===== src/rtl/dispatch_pkg.sv =====
`default_nettype none

package dispatch_pkg;

    localparam int XLEN       = 32;   // data and pc width
    localparam int REG_ADDR_W = 5;
    localparam int ALU_OP_W   = 8;
    localparam int ALU_SEL_W  = 3;
    localparam int ISSUE_W    = 2;    // issue slots, also forwarding lanes per stage
    localparam int NUM_SRC    = 2;    // source operands per instruction

    typedef logic [XLEN-1:0]       data_t;
    typedef logic [REG_ADDR_W-1:0] reg_addr_t;
    typedef logic [ALU_OP_W-1:0]   alu_op_t;
    typedef logic [ALU_SEL_W-1:0]  alu_sel_t;

    localparam alu_sel_t ALU_SEL_LOAD_STORE = 3'd5;   // memory class

    localparam alu_op_t ALU_PCADDU12I = 8'h1c;

    // load class opcodes, sc.w counts since it returns a value from memory
    localparam alu_op_t ALU_LDB  = 8'h28;
    localparam alu_op_t ALU_LDH  = 8'h29;
    localparam alu_op_t ALU_LDW  = 8'h2a;
    localparam alu_op_t ALU_LDBU = 8'h2c;
    localparam alu_op_t ALU_LDHU = 8'h2d;
    localparam alu_op_t ALU_LLW  = 8'h20;
    localparam alu_op_t ALU_SCW  = 8'h21;

    function automatic logic is_load_op(input alu_op_t op);
        logic hit;
        case (op)
            ALU_LDB,
            ALU_LDH,
            ALU_LDW,
            ALU_LDBU,
            ALU_LDHU,
            ALU_LLW,
            ALU_SCW: hit = 1'b1;
            default: hit = 1'b0;
        endcase
        return hit;
    endfunction

endpackage

`default_nettype wire


===== src/rtl/dispatch_reg.sv =====
`timescale 1ns/1ps
`default_nettype none

module dispatch_reg import dispatch_pkg::*; (
    input  logic                                 clk,
    input  logic                                 rst_n_i,
    input  logic                                 pause_i,
    input  logic                                 flush_i,
    input  logic      [ISSUE_W-1:0]              slot_sel_i,

    input  data_t     [ISSUE_W-1:0]              pc_i,
    input  alu_op_t   [ISSUE_W-1:0]              alu_op_i,
    input  alu_sel_t  [ISSUE_W-1:0]              alu_sel_i,
    input  logic      [ISSUE_W-1:0]              reg_write_en_i,
    input  reg_addr_t [ISSUE_W-1:0]              reg_write_addr_i,
    input  data_t     [ISSUE_W-1:0][NUM_SRC-1:0] operand_i,

    output logic      [ISSUE_W-1:0]              issue_en_o,
    output logic      [ISSUE_W-1:0]              valid_o,
    output data_t     [ISSUE_W-1:0]              pc_o,
    output alu_op_t   [ISSUE_W-1:0]              alu_op_o,
    output alu_sel_t  [ISSUE_W-1:0]              alu_sel_o,
    output logic      [ISSUE_W-1:0]              reg_write_en_o,
    output reg_addr_t [ISSUE_W-1:0]              reg_write_addr_o,
    output data_t     [ISSUE_W-1:0][NUM_SRC-1:0] operand_o
);

    // decode only drops what really got into the register
    assign issue_en_o = pause_i ? '0 : slot_sel_i;

    always_ff @(posedge clk or negedge rst_n_i) begin
        if (!rst_n_i) begin
            valid_o          <= '0;
            pc_o             <= '0;
            alu_op_o         <= '0;
            alu_sel_o        <= '0;
            reg_write_en_o   <= '0;
            reg_write_addr_o <= '0;
            operand_o        <= '0;
        end else if (flush_i) begin    // flush wins over pause
            valid_o          <= '0;
            pc_o             <= '0;
            alu_op_o         <= '0;
            alu_sel_o        <= '0;
            reg_write_en_o   <= '0;
            reg_write_addr_o <= '0;
            operand_o        <= '0;
        end else if (!pause_i) begin
            for (int s = 0; s < ISSUE_W; s++) begin
                if (slot_sel_i[s]) begin
                    valid_o[s]          <= 1'b1;
                    pc_o[s]             <= pc_i[s];
                    alu_op_o[s]         <= alu_op_i[s];
                    alu_sel_o[s]        <= alu_sel_i[s];
                    reg_write_en_o[s]   <= reg_write_en_i[s];
                    reg_write_addr_o[s] <= reg_write_addr_i[s];
                    operand_o[s]        <= operand_i[s];
                end else begin
                    // unselected slot becomes a bubble
                    valid_o[s]          <= 1'b0;
                    pc_o[s]             <= '0;
                    alu_op_o[s]         <= '0;
                    alu_sel_o[s]        <= '0;
                    reg_write_en_o[s]   <= 1'b0;
                    reg_write_addr_o[s] <= '0;
                    operand_o[s]        <= '0;
                end
            end
        end
    end

    // a flushed instruction must never reach execute, not even under pause
    a_flush_clears: assert property (
        @(posedge clk) disable iff (!rst_n_i)
        flush_i |=> (valid_o == '0 && reg_write_en_o == '0)
    ) else $error("dispatch_reg: slot still valid after flush");

endmodule

`default_nettype wire


===== src/rtl/dispatch_top.sv =====
`timescale 1ns/1ps
`default_nettype none

module dispatch_top import dispatch_pkg::*; (
    input  logic                                 clk,
    input  logic                                 rst_n_i,
    input  logic                                 pause_i,
    input  logic                                 flush_i,

    // decoded pair, index 0 is the older instruction
    input  data_t     [ISSUE_W-1:0]              pc_i,
    input  logic      [ISSUE_W-1:0]              valid_i,
    input  alu_op_t   [ISSUE_W-1:0]              alu_op_i,
    input  alu_sel_t  [ISSUE_W-1:0]              alu_sel_i,
    input  data_t     [ISSUE_W-1:0]              imm_i,
    input  logic      [ISSUE_W-1:0]              is_privilege_i,
    input  logic      [ISSUE_W-1:0]              is_cnt_i,
    input  logic      [ISSUE_W-1:0]              reg_write_en_i,
    input  reg_addr_t [ISSUE_W-1:0]              reg_write_addr_i,

    input  logic      [ISSUE_W-1:0][NUM_SRC-1:0] reg_read_en_i,
    input  reg_addr_t [ISSUE_W-1:0][NUM_SRC-1:0] reg_read_addr_i,
    input  data_t     [ISSUE_W-1:0][NUM_SRC-1:0] regfile_data_i,

    // forwarding, one lane per slot of each later stage
    input  logic      [ISSUE_W-1:0]              ex_fwd_en_i,
    input  reg_addr_t [ISSUE_W-1:0]              ex_fwd_addr_i,
    input  data_t     [ISSUE_W-1:0]              ex_fwd_data_i,
    input  logic      [ISSUE_W-1:0]              mem_fwd_en_i,
    input  reg_addr_t [ISSUE_W-1:0]              mem_fwd_addr_i,
    input  data_t     [ISSUE_W-1:0]              mem_fwd_data_i,
    input  logic      [ISSUE_W-1:0]              wb_fwd_en_i,
    input  reg_addr_t [ISSUE_W-1:0]              wb_fwd_addr_i,
    input  data_t     [ISSUE_W-1:0]              wb_fwd_data_i,
    input  alu_op_t   [ISSUE_W-1:0]              ex_alu_op_i,

    output logic      [ISSUE_W-1:0]              issue_en_o,
    output logic                                 stall_o,

    // to execute
    output logic      [ISSUE_W-1:0]              valid_o,
    output data_t     [ISSUE_W-1:0]              pc_o,
    output alu_op_t   [ISSUE_W-1:0]              alu_op_o,
    output alu_sel_t  [ISSUE_W-1:0]              alu_sel_o,
    output logic      [ISSUE_W-1:0]              reg_write_en_o,
    output reg_addr_t [ISSUE_W-1:0]              reg_write_addr_o,
    output data_t     [ISSUE_W-1:0][NUM_SRC-1:0] operand_o
);

    logic                                 hazard;     // load-use, stalls the pair
    logic  [ISSUE_W-1:0]                  slot_sel;
    data_t [ISSUE_W-1:0][NUM_SRC-1:0]     operand;

    assign stall_o = hazard;

    load_use_detect load_use_detect_inst (
        .ex_alu_op_i     (ex_alu_op_i),
        .ex_fwd_en_i     (ex_fwd_en_i),
        .ex_fwd_addr_i   (ex_fwd_addr_i),
        .reg_read_en_i   (reg_read_en_i),
        .reg_read_addr_i (reg_read_addr_i),
        .hazard_o        (hazard)
    );

    issue_arbiter issue_arbiter_inst (
        .valid_i          (valid_i),
        .alu_sel_i        (alu_sel_i),
        .is_privilege_i   (is_privilege_i),
        .is_cnt_i         (is_cnt_i),
        .reg_write_en_i   (reg_write_en_i),
        .reg_write_addr_i (reg_write_addr_i),
        .reg_read_en_i    (reg_read_en_i),
        .reg_read_addr_i  (reg_read_addr_i),
        .hazard_i         (hazard),
        .slot_sel_o       (slot_sel)
    );

    for (genvar s = 0; s < ISSUE_W; s++) begin : g_slot
        for (genvar r = 0; r < NUM_SRC; r++) begin : g_src
            operand_select operand_select_inst (
                .read_en_i      (reg_read_en_i[s][r]),
                .read_addr_i    (reg_read_addr_i[s][r]),
                .regfile_data_i (regfile_data_i[s][r]),
                .imm_i          (imm_i[s]),
                .pc_i           (pc_i[s]),
                .alu_op_i       (alu_op_i[s]),
                .ex_fwd_en_i    (ex_fwd_en_i),
                .ex_fwd_addr_i  (ex_fwd_addr_i),
                .ex_fwd_data_i  (ex_fwd_data_i),
                .mem_fwd_en_i   (mem_fwd_en_i),
                .mem_fwd_addr_i (mem_fwd_addr_i),
                .mem_fwd_data_i (mem_fwd_data_i),
                .wb_fwd_en_i    (wb_fwd_en_i),
                .wb_fwd_addr_i  (wb_fwd_addr_i),
                .wb_fwd_data_i  (wb_fwd_data_i),
                .operand_o      (operand[s][r])
            );
        end
    end

    dispatch_reg dispatch_reg_inst (
        .clk              (clk),
        .rst_n_i          (rst_n_i),
        .pause_i          (pause_i),
        .flush_i          (flush_i),
        .slot_sel_i       (slot_sel),
        .pc_i             (pc_i),
        .alu_op_i         (alu_op_i),
        .alu_sel_i        (alu_sel_i),
        .reg_write_en_i   (reg_write_en_i),
        .reg_write_addr_i (reg_write_addr_i),
        .operand_i        (operand),
        .issue_en_o       (issue_en_o),
        .valid_o          (valid_o),
        .pc_o             (pc_o),
        .alu_op_o         (alu_op_o),
        .alu_sel_o        (alu_sel_o),
        .reg_write_en_o   (reg_write_en_o),
        .reg_write_addr_o (reg_write_addr_o),
        .operand_o        (operand_o)
    );

endmodule

`default_nettype wire


===== src/rtl/issue_arbiter.sv =====
`timescale 1ns/1ps
`default_nettype none

module issue_arbiter import dispatch_pkg::*; (
    input  logic      [ISSUE_W-1:0]              valid_i,
    input  alu_sel_t  [ISSUE_W-1:0]              alu_sel_i,
    input  logic      [ISSUE_W-1:0]              is_privilege_i,
    input  logic      [ISSUE_W-1:0]              is_cnt_i,
    input  logic      [ISSUE_W-1:0]              reg_write_en_i,
    input  reg_addr_t [ISSUE_W-1:0]              reg_write_addr_i,
    input  logic      [ISSUE_W-1:0][NUM_SRC-1:0] reg_read_en_i,
    input  reg_addr_t [ISSUE_W-1:0][NUM_SRC-1:0] reg_read_addr_i,
    input  logic                                 hazard_i,
    output logic      [ISSUE_W-1:0]              slot_sel_o
);

    logic mem_inst;    // a load or store in the pair
    logic priv_inst;
    logic cnt_inst;
    logic raw_pair;    // younger reads what older writes
    logic dual_ok;

    assign mem_inst  = (alu_sel_i[0] == ALU_SEL_LOAD_STORE) ||
                       (alu_sel_i[1] == ALU_SEL_LOAD_STORE);
    assign priv_inst = |is_privilege_i;
    assign cnt_inst  = |is_cnt_i;

    // r0 writes are discarded, so they never create a dependency
    always_comb begin
        raw_pair = 1'b0;
        if (reg_write_en_i[0] && reg_write_addr_i[0] != '0) begin
            for (int r = 0; r < NUM_SRC; r++) begin
                if (reg_read_en_i[1][r] && reg_read_addr_i[1][r] == reg_write_addr_i[0]) begin
                    raw_pair = 1'b1;
                end
            end
        end
    end

    assign dual_ok = (&valid_i) && !mem_inst && !priv_inst && !cnt_inst && !raw_pair;

    always_comb begin
        if (hazard_i) begin
            slot_sel_o = '0;              // load-use bubble
        end else if (dual_ok) begin
            slot_sel_o = 2'b11;
        end else if (valid_i[0]) begin
            slot_sel_o = 2'b01;           // older goes first
        end else if (valid_i[1]) begin
            slot_sel_o = 2'b10;
        end else begin
            slot_sel_o = '0;
        end
    end

endmodule

`default_nettype wire


===== src/rtl/load_use_detect.sv =====
`timescale 1ns/1ps
`default_nettype none

module load_use_detect import dispatch_pkg::*; (
    input  alu_op_t   [ISSUE_W-1:0]              ex_alu_op_i,
    input  logic      [ISSUE_W-1:0]              ex_fwd_en_i,
    input  reg_addr_t [ISSUE_W-1:0]              ex_fwd_addr_i,
    input  logic      [ISSUE_W-1:0][NUM_SRC-1:0] reg_read_en_i,
    input  reg_addr_t [ISSUE_W-1:0][NUM_SRC-1:0] reg_read_addr_i,
    output logic                                 hazard_o
);

    logic [ISSUE_W-1:0] lane_load;   // lane holds a load that writes a real register

    always_comb begin
        hazard_o = 1'b0;
        for (int l = 0; l < ISSUE_W; l++) begin
            lane_load[l] = is_load_op(ex_alu_op_i[l]) && ex_fwd_en_i[l] &&
                           ex_fwd_addr_i[l] != '0;
            // each lane is checked against its own destination
            for (int s = 0; s < ISSUE_W; s++) begin
                for (int r = 0; r < NUM_SRC; r++) begin
                    if (lane_load[l] && reg_read_en_i[s][r] &&
                        reg_read_addr_i[s][r] == ex_fwd_addr_i[l]) begin
                        hazard_o = 1'b1;
                    end
                end
            end
        end
    end

endmodule

`default_nettype wire


===== src/rtl/operand_select.sv =====
`timescale 1ns/1ps
`default_nettype none

module operand_select import dispatch_pkg::*; (
    input  logic                     read_en_i,
    input  reg_addr_t                read_addr_i,
    input  data_t                    regfile_data_i,
    input  data_t                    imm_i,
    input  data_t                    pc_i,
    input  alu_op_t                  alu_op_i,
    input  logic      [ISSUE_W-1:0] ex_fwd_en_i,
    input  reg_addr_t [ISSUE_W-1:0] ex_fwd_addr_i,
    input  data_t     [ISSUE_W-1:0] ex_fwd_data_i,
    input  logic      [ISSUE_W-1:0] mem_fwd_en_i,
    input  reg_addr_t [ISSUE_W-1:0] mem_fwd_addr_i,
    input  data_t     [ISSUE_W-1:0] mem_fwd_data_i,
    input  logic      [ISSUE_W-1:0] wb_fwd_en_i,
    input  reg_addr_t [ISSUE_W-1:0] wb_fwd_addr_i,
    input  data_t     [ISSUE_W-1:0] wb_fwd_data_i,
    output data_t                    operand_o
);

    // later lanes win, lane 1 is the younger instruction of its stage
    function automatic data_t fwd_pick(
        input data_t                    cur,
        input reg_addr_t                addr,
        input logic      [ISSUE_W-1:0] en,
        input reg_addr_t [ISSUE_W-1:0] waddr,
        input data_t     [ISSUE_W-1:0] wdata
    );
        data_t res;
        res = cur;
        for (int l = 0; l < ISSUE_W; l++) begin
            if (en[l] && waddr[l] == addr) begin
                res = wdata[l];
            end
        end
        return res;
    endfunction

    always_comb begin
        operand_o = read_en_i ? regfile_data_i : imm_i;
        if (read_en_i) begin
            // oldest stage first so the newest result ends up on top
            operand_o = fwd_pick(operand_o, read_addr_i, wb_fwd_en_i, wb_fwd_addr_i,
                                 wb_fwd_data_i);
            operand_o = fwd_pick(operand_o, read_addr_i, mem_fwd_en_i, mem_fwd_addr_i,
                                 mem_fwd_data_i);
            operand_o = fwd_pick(operand_o, read_addr_i, ex_fwd_en_i, ex_fwd_addr_i,
                                 ex_fwd_data_i);
            if (read_addr_i == '0) begin
                operand_o = '0;           // r0 is hardwired
            end
            // pcaddu12i reads the pc through its enabled source, imm stays on the other
            if (alu_op_i == ALU_PCADDU12I) begin
                operand_o = pc_i;
            end
        end
    end

endmodule

`default_nettype wire


===== config.mk =====
export PLATFORM = sky130hd
export DESIGN_NAME = dispatch_top
export DESIGN_NICKNAME = d
export VERILOG_FILES = /design/src/rtl/dispatch_pkg.sv /design/src/rtl/dispatch_reg.sv /design/src/rtl/dispatch_top.sv /design/src/rtl/issue_arbiter.sv /design/src/rtl/load_use_detect.sv /design/src/rtl/operand_select.sv
export SDC_FILE = /design/constraint.sdc
export NUM_CORES = 1
export LEC_CHECK = 0
export ABC_AREA = 1
export BUFFER_PORTS_ARGS = -buffer_cell sky130_fd_sc_hd__clkbuf_2
export CAP_MARGIN = 20
export CORE_AREA = 2 2 313 315
export CTS_CLUSTER_SIZE = 40
export DETAILED_ROUTE_END_ITERATION = 7
export DIE_AREA = 0 0 315 317
export GPL_ROUTABILITY_DRIVEN = 0
export PLACE_DENSITY_LB_ADDON = 0.08
export SLEW_MARGIN = 20
export SYNTH_ARGS = -nofsm -noshare
export SYNTH_HDL_FRONTEND = slang
export SYNTH_SLANG_ARGS = --single-unit

===== constraint.sdc =====
create_clock -name clk -period 1.2 [get_ports clk]
set_input_delay 0.12 -clock clk [delete_from_list [all_inputs] [get_ports clk]]
set_output_delay 0.12 -clock clk [all_outputs]
set_load 0.03 [all_outputs]

# After elaboration in Yosys (flattened, before gate mapping)
# Index checks and enable logic that the tools add are counted.
word_totals:
  word_cells: 221
  register_bits: 228
  inputBits: 568
  output_inout_bits: 231
op_classes:
  n_reduce_logical: 68
  n_mux: 86
  n_eq_ne: 53
ops:
  columns: ["operator", "n"]
  rows:
  - ["$mux 32", 42]
  - ["$mux 128", 2]
  - ["$mux 64", 4]
  - ["$eq 5x5->1", 34]
  - ["$eq 8x6->1 const B", 14]
  - ["$logic_and 1x1->1", 51]
  - ["$mux 16", 2]
  - ["$logic_not 5->1", 4]
  - ["$mux 10", 2]
  - ["$mux 2", 9]
  - ["$mux 1", 17]
  - ["$eq 8x5->1 const B", 2]
  - ["$mux 8", 2]
  - ["$reduce_bool 5->1", 3]
  - ["$reduce_or 7->1", 2]
  - ["$mux 6", 2]
  - ["$mux 5", 2]
  - ["$eq 3x3->1 const B", 2]
  - ["$mux 3", 2]
  - ["$logic_not 1->1", 4]
  - ["$reduce_or 2->1", 2]
  - ["$ne 2x1->1 const B", 1]
  - ["$reduce_and 2->1", 1]
  - ["$logic_or 1x1->1", 1]

# Logic depth before layout (Yosys ltp)
# Gate-level depths: netlist of run 1.
logic_depth:
  depth_word: 19
  mapped_depth: 19
  mapped_depth_nobuf: 17

# Hierarchy
# From an unflattened synthesis of run 1, not the netlist that was laid out.
hier_totals:
  hier_cells: 5148
  area_unflattened_um2: 26933.3
by_module_without_submodules:
  columns: ["mod", "seq_area_each_um2", "area_each_um2", "cells_per_inst", "n_inst"]
  rows:
  - ["operand_select", 0.0, 3822.4, 853, 4]
  - ["dispatch_reg", 5705.5, 10562.6, 1472, 1]
  - ["load_use_detect", 0.0, 793.3, 196, 1]
  - ["issue_arbiter", 0.0, 287.8, 68, 1]

# Least setup slack after synthesis of run 1
# No wires, ideal clock.
synth_timing:
  path_kind: "in2out"
  startpoint: "input reg_read_addr_i[5] (netlist bit)"
  endpoint: "output issue_en_o[0]"
  cell_stages: 14
  path_buffers: 1
  t_arrival_ps: 1819
  required_time_ps: 1080
  setup_slack_ps: -739
  path_cell_list: "buf_2 -> inv_2 -> nand2_1 -> nand2_1 -> a21oi_1 -> nand3_1 -> inv_2 -> nand2_1 -> nand2_1 -> nor2_1 -> nor2_2 -> nor2_4 -> inv_1 -> nor3_1"
synth_via:
  elab_chain_cells: 11
  elab_cells_between_ends: 13
  cone_classes: "eq/ne (2); mux (9); reduce/logical (2)"
synth_lines:
  columns: ["element", "line", "text"]
  rows:
  - ["start: declaration", "dispatch_top.sv:22", "input reg_addr_t [ISSUE_W-1:0][NUM_SRC-1:0] reg_read_addr_i,"]
  - ["$eq 5x5->1", "load_use_detect.sv:24", "reg_read_addr_i[s][r] == ex_fwd_addr_i[l]) begin"]
  - ["$logic_and 1x1->1", "load_use_detect.sv:23", "if (lane_load[l] && reg_read_en_i[s][r] &&"]
  - ["$mux 1 (4 in a row)", "load_use_detect.sv:23", null]
  - ["$mux 1 * (3 in a row)", "load_use_detect.sv:23", null]
  - ["via stall_o", "dispatch_top.sv:38", "output logic stall_o,"]
  - ["$mux 2 *", "issue_arbiter.sv:43", "if (hazard_i) begin"]
  - ["$mux 2 *", "dispatch_reg.sv:29", "assign issue_en_o = pause_i ? '0 : slot_sel_i;"]
  - ["end: declaration", "dispatch_top.sv:37", "output logic [ISSUE_W-1:0] issue_en_o,"]
# The timed path passes the listed nets; every way through them passes the cells marked *.

# Final worst setup path of run 1
layout_timing:
  startpoint: "input reg_read_addr_i[17] (netlist bit)"
  endpoint: "output stall_o"
layout_via:
  elab_chain_cells: 7
  elab_cells_between_ends: 9
  cone_classes: "eq/ne (2); mux (5); reduce/logical (2)"
layout_lines:
  columns: ["element", "line"]
  rows:
  - ["$eq 5x5->1", "load_use_detect.sv:24"]
  - ["$logic_and 1x1->1", "load_use_detect.sv:23"]
  - ["$mux 1 (4 in a row)", "load_use_detect.sv:23"]
  - ["$mux 1 *", "load_use_detect.sv:23"]
  - ["end: declaration", "dispatch_top.sv:38"]
# Mark *: on every way between the ends. The rest lies on a longest branch, timed or not.

==> results of run 1 <==
how the worst min path moves through the flow:
stage,slack [ps],cells past startpoint,to,start
2_1_floorplan,-180,0,dispatch_reg_inst.alu_op_o[0],rst_n_i
3_5_place_dp,80,1,dispatch_reg_inst.pc_o[59],rst_n_i
4_1_cts,0.8,6,dispatch_reg_inst.operand_o[10],imm_i[10]
5_1_grt,50,6,dispatch_reg_inst.operand_o[49],imm_i[17]
3_3_place_gp,80,1,dispatch_reg_inst.pc_o[59],rst_n_i
6_report,30,6,dispatch_reg_inst.operand_o[49],imm_i[17]
registers in the layout, summed over array words and instances, names as in the netlist:
register	flops
dispatch_reg_inst.alu_op_o	16
dispatch_reg_inst.reg_write_en_o	2
dispatch_reg_inst.operand_o	128
dispatch_reg_inst.valid_o	2
dispatch_reg_inst.pc_o	64
dispatch_reg_inst.reg_write_addr_o	10
dispatch_reg_inst.alu_sel_o	6
layout make-up:
type | count | area [µm²] | area share [%]
clock inverters | 14 | 168 | 0.378
well taps | 1276 | 1600 | 3.60
flip-flops and latches | 228 | 5710 | 12.9
repair buffers | 1752 | 16400 | 36.9
multi-input cells | 3755 | 17200 | 38.8
inverters | 642 | 2440 | 5.50
diodes | 37 | 92.6 | 0.209
clock buffers | 39 | 783 | 1.76
worst max-delay path, cell delays in order:
cell	delay (ps)
sky130_fd_sc_hd__clkbuf_16	140
sky130_fd_sc_hd__buf_12	120
sky130_fd_sc_hd__xor2_1	140
sky130_fd_sc_hd__nor2_1	160
sky130_fd_sc_hd__nand3_1	110
sky130_fd_sc_hd__o21ai_1	170
sky130_fd_sc_hd__nor2_2	50
sky130_fd_sc_hd__nor2_2	150
sky130_fd_sc_hd__nor2_4	70
sky130_fd_sc_hd__buf_12	140
sky130_fd_sc_hd__buf_4	140
sky130_fd_sc_hd__inv_4	50
sky130_fd_sc_hd__buf_4	100
sky130_fd_sc_hd__buf_6	120
cell usage after synthesis, types with 15 or more instances:
cell	n
sky130_fd_sc_hd__a21oi_1	218
sky130_fd_sc_hd__buf_2	127
sky130_fd_sc_hd__clkbuf_1	174
sky130_fd_sc_hd__dfrtp_1	228
sky130_fd_sc_hd__inv_1	624
sky130_fd_sc_hd__inv_2	17
sky130_fd_sc_hd__nand2_1	1868
sky130_fd_sc_hd__nand3_1	414
sky130_fd_sc_hd__nand4_1	140
sky130_fd_sc_hd__nor2_1	708
sky130_fd_sc_hd__o21ai_0	229
sky130_fd_sc_hd__o21ai_1	82
sky130_fd_sc_hd__o22ai_1	15
sky130_fd_sc_hd__xnor2_1	16
sky130_fd_sc_hd__xor2_1	20
report_power, final:
group | switching, mW | total, mW | internal [mW]
Combinational | 8.04 | 13.7 | 5.68
Sequential | 0.233 | 8.21 | 7.98
Clock | 4.16 | 9.38 | 5.22
metal layers:
layer / global-route usage (%) / share of wire [%]
met1: 42.9 / 40
met2: 59.4 / 47
met3: 6.42 / 8.0
met4: 17.6 / 5.1
met5: 0 / 0.13
stage by stage:
stage,hold WS [ps],instances,util [%],area (µm²)
final,30.0,7743,46.1,44400
after global routing,52.4,7739,46.1,44400
after CTS,0.768,7703,45.9,44200
after detailed placement,81.0,7296,37.5,36100
after global placement,77.7,7296,37.5,36100
after floorplan,-176,4955,-,26400
timing repair:
action,CTS,global route
pin swaps,118,27
gates resized for setup,777,70
hold buffers,196,0
endpoints found under the hold margin,444,0
buffers inserted,128,8
cloned,34,1
endpoints found under the setup margin,459,475
cell families after synthesis:
kind of cell	Yosys count	synth area share, %
AOI/OAI and AO/OA	555	11.1
buffers and inverters	972	15.2
DFF	228	22.3
xor gates and xnor gates	36	1.23
and+or+nand+nor	3164	50.2
==> Implementation_results.wiki, run 1 <==
{| class="wikitable"
! Metric !! Value
|-
| Layout cell share with drive strength beyond 1 || 29.7%
|-
| Worst-Margin Slew || about 600 ps
|-
| Most common cell after layout, fill and taps aside || sky130_fd_sc_hd__nand2_1
|-
| Number of buffers on the longest clock path || 3
|-
| R2r setup slk || about 420 ps
|-
| Peak Freq || 0.520 GHz
|-
| Detailed-route via count || roughly 39000
|-
| Number of max-capacitance violations reported || 0
|-
| Required time of the critical path || roughly 1100 ps
|-
| Setup Slack @ Placement || -1230 ps
|-
| Clock transition at the registers of the reported paths || approximately 60 ps
|-
| Number of buffers added by the clock tree synthesis step || 29
|-
| Ys Warns || 0
|-
| Clock latency reported for the late side of the worst-skew pair || about 610 ps
|-
| Total power || approximately 31 mW
|-
| Sequential area share after synthesis || 22.3%
|-
| First-pass iteration count of the detailed router || 6
|-
| Vias/cell || around 5
|-
| Wire length of the first global-routing pass || 258000 µm
|-
| Maximum number of pins on one net before global-route repair || 47
|-
| Final sum of negative setup slack || -153770 ps
|-
| Cell area power density || between 700 and 800 nW/µm²
|-
| CTS tree || yes
|-
| Status || complete, but fails checks
|-
| Number of top-level pins || 799
|-
| Final hold vios || 0
|-
| Clock sink count || 228
|-
| Startpoint types || primary input
|-
| Cell at the root of the clock tree || sky130_fd_sc_hd__clkbuf_16
|-
| Post-layout net count || 6976
|-
| Vias in the first global route || 37700
|-
| Remaining antenna violation count after routing || 0
|-
| Critical Path Sink Type || output port
|-
| Top cells by area in the synthesized netlist || sky130_fd_sc_hd__nand2_1 27%, sky130_fd_sc_hd__dfrtp_1 22%, sky130_fd_sc_hd__nor2_1 10%, sky130_fd_sc_hd__inv_1 9.1%, sky130_fd_sc_hd__nand3_1 8.1%
|-
| # fillers || 10300
|-
| Global-route total usage across every layer || a little over a third
|-
| Start-to-end type of the worst setup path || primary input to output port
|-
| Post-route DRC violation count || 0
|-
| Post-layout min period || 1920 ps
|-
| Post-synthesis net count || 5523
|-
| Post-synth cell types || 32
|-
| Number of max-slew violations in the final report || 0
|-
| Depth of the worst register-to-register path || 3
|-
| Worst-case vdd ir drop || around 1.2 mV
|-
| Wire per inst || 23.5 µm
|-
| Floorplan die area || ~100000 µm²
|-
| #FFs+latches synth || 228
|-
| Detailed Place HPWL || 137000 µm
|-
| Final Worst Setup Slack || -721 ps
|-
| Area share of the largest cell type after synthesis || between 20 and 30%
|-
| CP Max Fanout || 5
|-
| EDFF count, synth || 0
|-
| Fraction of registers with async set/reset || 100%
|-
| Number of H-tree levels || 1
|-
| Violations in the final reports || setup timing
|-
| Syn Inst Count || roughly 5000
|-
| Initial Utilization || a little over a quarter
|-
| Remaining global-route overflow || 0
|-
| Type of the worst min-delay path || primary input to flop
|-
| Number of rows in the core area || between 100 and 150
|-
| Final Setup Violations || 465
|-
| Share of the clock period used by the worst path || 160%
|-
| Worst-case clock skew || 0 ps
|-
| Launch instance of the worst register-to-register path || dispatch_reg_inst.operand_o[19]
|-
| Initial antenna violation count || 52
|-
| Worst setup path startpoint || reg_read_addr_i[17]
|-
| Average size of a mapped cell || between 5 and 6 µm²
|-
| Area leader, netlist || sky130_fd_sc_hd__nand2_1
|-
| P&R area growth vs syn || 73.4%
|-
| Slew headroom || between 60% and 70%
|-
| RSZ-0062 raised after global routing || true
|-
| Signal arrival time at the worst endpoint || 1800 ps
|-
| Static power due to leakage || 25.1 nW
|-
| Overall die height || between 300 and 400 µm
|-
| Endpoint of the most critical setup path || stall_o
|-
| Netlist area before placement || approximately 26000 µm²
|-
| Die Width || between 300 and 400 µm
|-
| Iteration-0 DRC count of the detailed router || about 4000
|-
| WL final || approximately 180000 µm
|-
| Number of input and output port buffers inserted || around 800
|-
| Endpoint of the lowest-slack register-to-register path || dispatch_reg_inst.operand_o[19]
|-
| Core region area || about 96000 µm²
|-
| Commonest cells after routing, fill and taps aside || 1847 x sky130_fd_sc_hd__nand2_1, 623 x sky130_fd_sc_hd__nor2_1, 611 x sky130_fd_sc_hd__inv_1
|-
| Leading register cell type out of synthesis || sky130_fd_sc_hd__dfrtp_1
|}
(Power assumes the default switching activity.)
==> run 2, diff against run 1 <==
--- a/config.mk
+++ b/config.mk
@@ -12,8 +12,7 @@
 export CTS_CLUSTER_SIZE = 40
 export DETAILED_ROUTE_END_ITERATION = 7
 export DIE_AREA = 0 0 315 317
-export GPL_ROUTABILITY_DRIVEN = 0
-export PLACE_DENSITY_LB_ADDON = 0.08
+export PLACE_DENSITY = 0.47
 export SLEW_MARGIN = 20
 export SYNTH_ARGS = -nofsm -noshare
 export SYNTH_HDL_FRONTEND = slang
==> constraint.sdc (replaced) <==
create_clock -name clk -period 1.2 [get_ports clk]
set_input_delay 0.24 -clock clk [delete_from_list [all_inputs] [get_ports clk]]
set_output_delay 0.24 -clock clk [all_outputs]
set_load 0.03 [all_outputs]
==> run 2 against run 1 <==
Against the previous run:
- the run ends with hold timing, setup timing left
- critical endpoint is now issue_en_o[0]
- sequential share of layout area is 0.86 points higher
- wire length up 3.5%
- global-route usage increased by 1.2 points
- clock skew did not move
- core utilization down 2.9 points
- sequential power is essentially flat
- die area unchanged
- clock-buffer cell count down 3
- design area shrank 6.3%
- hold slack got worse by 40 ps
- largest cell class unchanged
==> Implementation_results.wiki, run 2 (synthesis results as in run 1) <==
{| class="wikitable"
! Metric !! Value
|-
| Status || complete, but fails checks
|-
| Violations in the final reports || hold timing, setup timing
|-
| Clock transition at the registers of the reported paths || 60 ps (about the same)
|-
| Detailed Place HPWL || 144000 µm (+5.0%)
|-
| Overall die height || 317 µm (unchanged)
|-
| Post-layout min period || 2060 ps (+141 ps)
|-
| Flop pwr share || 25.4% (-0.8 points)
|-
| Combinational fraction of design power || 41.6% (-2.2 points)
|-
| Total power || 32.2 mW (+2.8%)
|-
| Wire per inst || 24.7 µm (+5.0%)
|-
| Die Width || 315 µm (unchanged)
|-
| Final Setup Violations || 459 (-1.3%)
|-
| Static power due to leakage || 24.1 nW (-4.0%)
|-
| P&R area growth vs syn || 62.3%
|-
| Routability congestion estimate from global placement || between 1 and 1.5
|-
| Final hold vios || 1 (+1)
|-
| Required time of the critical path || 960 ps (-120 ps)
|-
| Final Worst Setup Slack || -862 ps (-141 ps)
|-
| Number of top-level pins || 799 (unchanged)
|-
| Wire length of the first global-routing pass || 264000 µm (+2.4%)
|-
| Switching pwr || 12.7 mW (+2.3%)
|-
| Number of rows in the core area || 114 (unchanged)
|-
| Top cell family by delay on the critical path || simple AND/OR/NAND/NOR gates
|-
| Number of H-tree levels || 1 (unchanged)
|-
| Ordered list of cells on the worst path || clkbuf_8 -> inv_4 -> nand2_1 -> nand4_1 -> nor2_2 -> buf_4 -> nand3_2 -> nand2_2 -> nor2_2 -> nor2_2 -> nor2_4 -> inv_4 -> nor3_4 -> clkbuf_8
|-
| Number of max-capacitance violations reported || 0 (unchanged)
|-
| Worst-case clock skew || 0 ps (unchanged)
|-
| Post-route DRC violation count || 0 (unchanged)
|-
| Post-layout net count || 6870 (-1.5%)
|-
| Slowest stage cell on the critical path || sky130_fd_sc_hd__nor2_4
|-
| Initial Utilization || 26.6% (unchanged)
|-
| Largest registers in the final layout || dispatch_reg_inst.operand_o x128, dispatch_reg_inst.pc_o x64, dispatch_reg_inst.alu_op_o x16
|-
| Iteration-0 DRC count of the detailed router || 4092 (+2.8%)
|-
| Number of buffer and inverter instances along the worst setup path || 5 (-2)
|-
| Slew headroom || 65.8% (+4.9 points)
|-
| Cell area power density || 775 nW/µm² (+9.7%)
|-
| Remaining global-route overflow || 0 (unchanged)
|-
| Start-to-end type of the worst setup path || primary input to output port
|-
| Highest cell delay on the worst timing path || 300 ps (+130 ps)
|-
| Number of input and output port buffers inserted || 798 (unchanged)
|-
| WL final || 189000 µm (+3.5%)
|-
| First-pass iteration count of the detailed router || 6 (unchanged)
|-
| Most repeated library cell on the critical path || sky130_fd_sc_hd__nor2_2
|-
| Max FFs per register || 128 (unchanged)
|-
| # fillers || 10600 (+2.6%)
|-
| Largest register by flop count || dispatch_reg_inst.operand_o
|-
| Core region area || 96300 µm² (unchanged)
|-
| Number of buffers on the longest clock path || 3 (unchanged)
|-
| Startpoint types || primary input
|-
| Global-route total usage across every layer || 36.4% (+1.2 points)
|-
| Type of the worst min-delay path || primary input to flop
|-
| Clock network fraction of design power || 33.0% (+3.0 points)
|-
| Most common cell after layout, fill and taps aside || sky130_fd_sc_hd__nand2_1
|-
| Maximum number of pins on one net before global-route repair || 41 (-13%)
|-
| Vias in the first global route || 37800 (+0.30%)
|-
| Number of max-slew violations in the final report || 0 (unchanged)
|-
| Clock latency reported for the late side of the worst-skew pair || 620 ps (about the same)
|-
| Switching fraction of total power || 39.5% (-0.17 points)
|-
| Commonest cells after routing, fill and taps aside || 1831 x sky130_fd_sc_hd__nand2_1, 762 x sky130_fd_sc_hd__clkbuf_2, 679 x sky130_fd_sc_hd__nor2_1
|-
| Detailed-route via count || 39000 (+0.39%)
|-
| Remaining antenna violation count after routing || 0 (unchanged)
|-
| Critical Path Sink Type || output port
|-
| Cell at the root of the clock tree || sky130_fd_sc_hd__clkbuf_16
|-
| Peak Freq || 0.485 GHz (-6.8%)
|-
| CP Max Fanout || 4 (-1)
|-
| RSZ-0062 raised after global routing || true
|-
| Floorplan die area || 99900 µm² (unchanged)
|-
| Number of buffers added by the clock tree synthesis step || 31 (+6.9%)
|-
| Share of the clock period used by the worst path || 172% (+12 points)
|-
| Int Pwr || 19.5 mW (+3.1%)
|-
| Worst-Margin Slew || 513 ps (-73.6 ps)
|-
| Final sum of negative setup slack || -195090 ps (-41320 ps)
|-
| Worst-case vdd ir drop || 1.16 mV (-6.1%)
|-
| Vias/cell || 5.10 (+1.8%)
|-
| Layout cell share with drive strength beyond 1 || 28.5% (-1.2 points)
|-
| Initial antenna violation count || 48 (-7.7%)
|-
| CTS tree || yes
|-
| Smallest hold slack || -9.81 ps (-39.8 ps)
|-
| Post-route core utilization || 43.2% (-2.9 points)
|-
| Signal arrival time at the worst endpoint || 1820 ps (+20 ps)
|-
| Setup Slack @ Placement || -1330 ps (-106 ps)
|-
| Clock sink count || 228 (unchanged)
|}
==> run 2: changes by cell type in the layout (fill, tap and decap cells not counted), moves of 39 or more <==
cell                            previous run  this run
sky130_fd_sc_hd__clkbuf_8                237        13
sky130_fd_sc_hd__clkbuf_2                542       762
sky130_fd_sc_hd__o21ai_1                  18       118
sky130_fd_sc_hd__o21ai_2                  98         1
sky130_fd_sc_hd__dlygate4sd3_1           195       113
sky130_fd_sc_hd__nor2_1                  623       679
sky130_fd_sc_hd__buf_4                   564       520
sky130_fd_sc_hd__nor2_2                   51        12
==> run 2: through the flow <==
stage | cells | cell area, µm²
2_1_floorplan | 4955 | 26500
3_3_place_gp | 7354 | 36900
3_5_place_dp | 7354 | 36900
4_1_cts | 7601 | 41400
5_1_grt | 7629 | 41600
6_report | 7632 | 41600
==> run 2: timing repair <==
action,4_1_cts,5_1_grt
hold buffers,113,0
cloned,32,0
gates resized for setup,226,32
pin swaps,48,8
hold endpoints to repair,268,0
setup endpoints to repair,459,459
setup buffers,47,3
==> run 2: per-layer routing <==
layer,track usage [%],part of all wire (%),up-vias
met3,7.36,9.1,463
li1,-,-,18100
met1,43.9,38,18300
met2,61.2,47,2049
met5,0,0.10,-
met4,18.8,5.6,30
==> run 2: path summary, 6_finish.rpt <==
kind | from | endpoint | slack (ps) | cells past startpoint
setup / recovery | ex_fwd_addr_i[5] | issue_en_o[0] | -860 | 14
hold / removal | imm_i[5] | dispatch_reg_inst.operand_o[37] | -10 | 5
setup reg to reg | dispatch_reg_inst.operand_o[17] | dispatch_reg_inst.operand_o[17] | 470 | 2
hold reg to reg | dispatch_reg_inst.operand_o[102] | dispatch_reg_inst.operand_o[102] | 480 | 2
max in group asynchronous | rst_n_i | dispatch_reg_inst.pc_o[23] | 380 | 4
min in group asynchronous | rst_n_i | dispatch_reg_inst.pc_o[60] | 60 | 2
==> run 2: cell type report <==
cell class              count  area [µm²]  area share, %
clock inverters            22         309          0.744
diodes                     29        72.6          0.175
flip-flops and latches    228        5710           13.7
clock buffers              36         825           1.98
well taps                1276        1600           3.84
repair buffers           1644       13600           32.8
multi-input cells        3755       17000           40.8
inverters                 642        2450           5.89
==> run 2: power groups by stage <==
| stage | sequential (mW) | clock, mW | combinational, mW |
|---|---|---|---|
| final | 8.18 | 10.6 | 13.4 |
| after global placement | 8.31 | 0 | 11.9 |
| after global routing | 8.20 | 11.1 | 14.3 |
| after CTS | 8.18 | 10.8 | 13.2 |
| after floorplan | 8.85 | 0 | 4.99 |
| after detailed placement | 8.31 | 0 | 11.9 |
==> run 2: worst min-delay path, stage by stage <==
cell	delay (ps)
sky130_fd_sc_hd__clkbuf_2	100
sky130_fd_sc_hd__nor2_1	60
sky130_fd_sc_hd__nor2_1	90
sky130_fd_sc_hd__nand2_1	60
sky130_fd_sc_hd__nand2_1	50
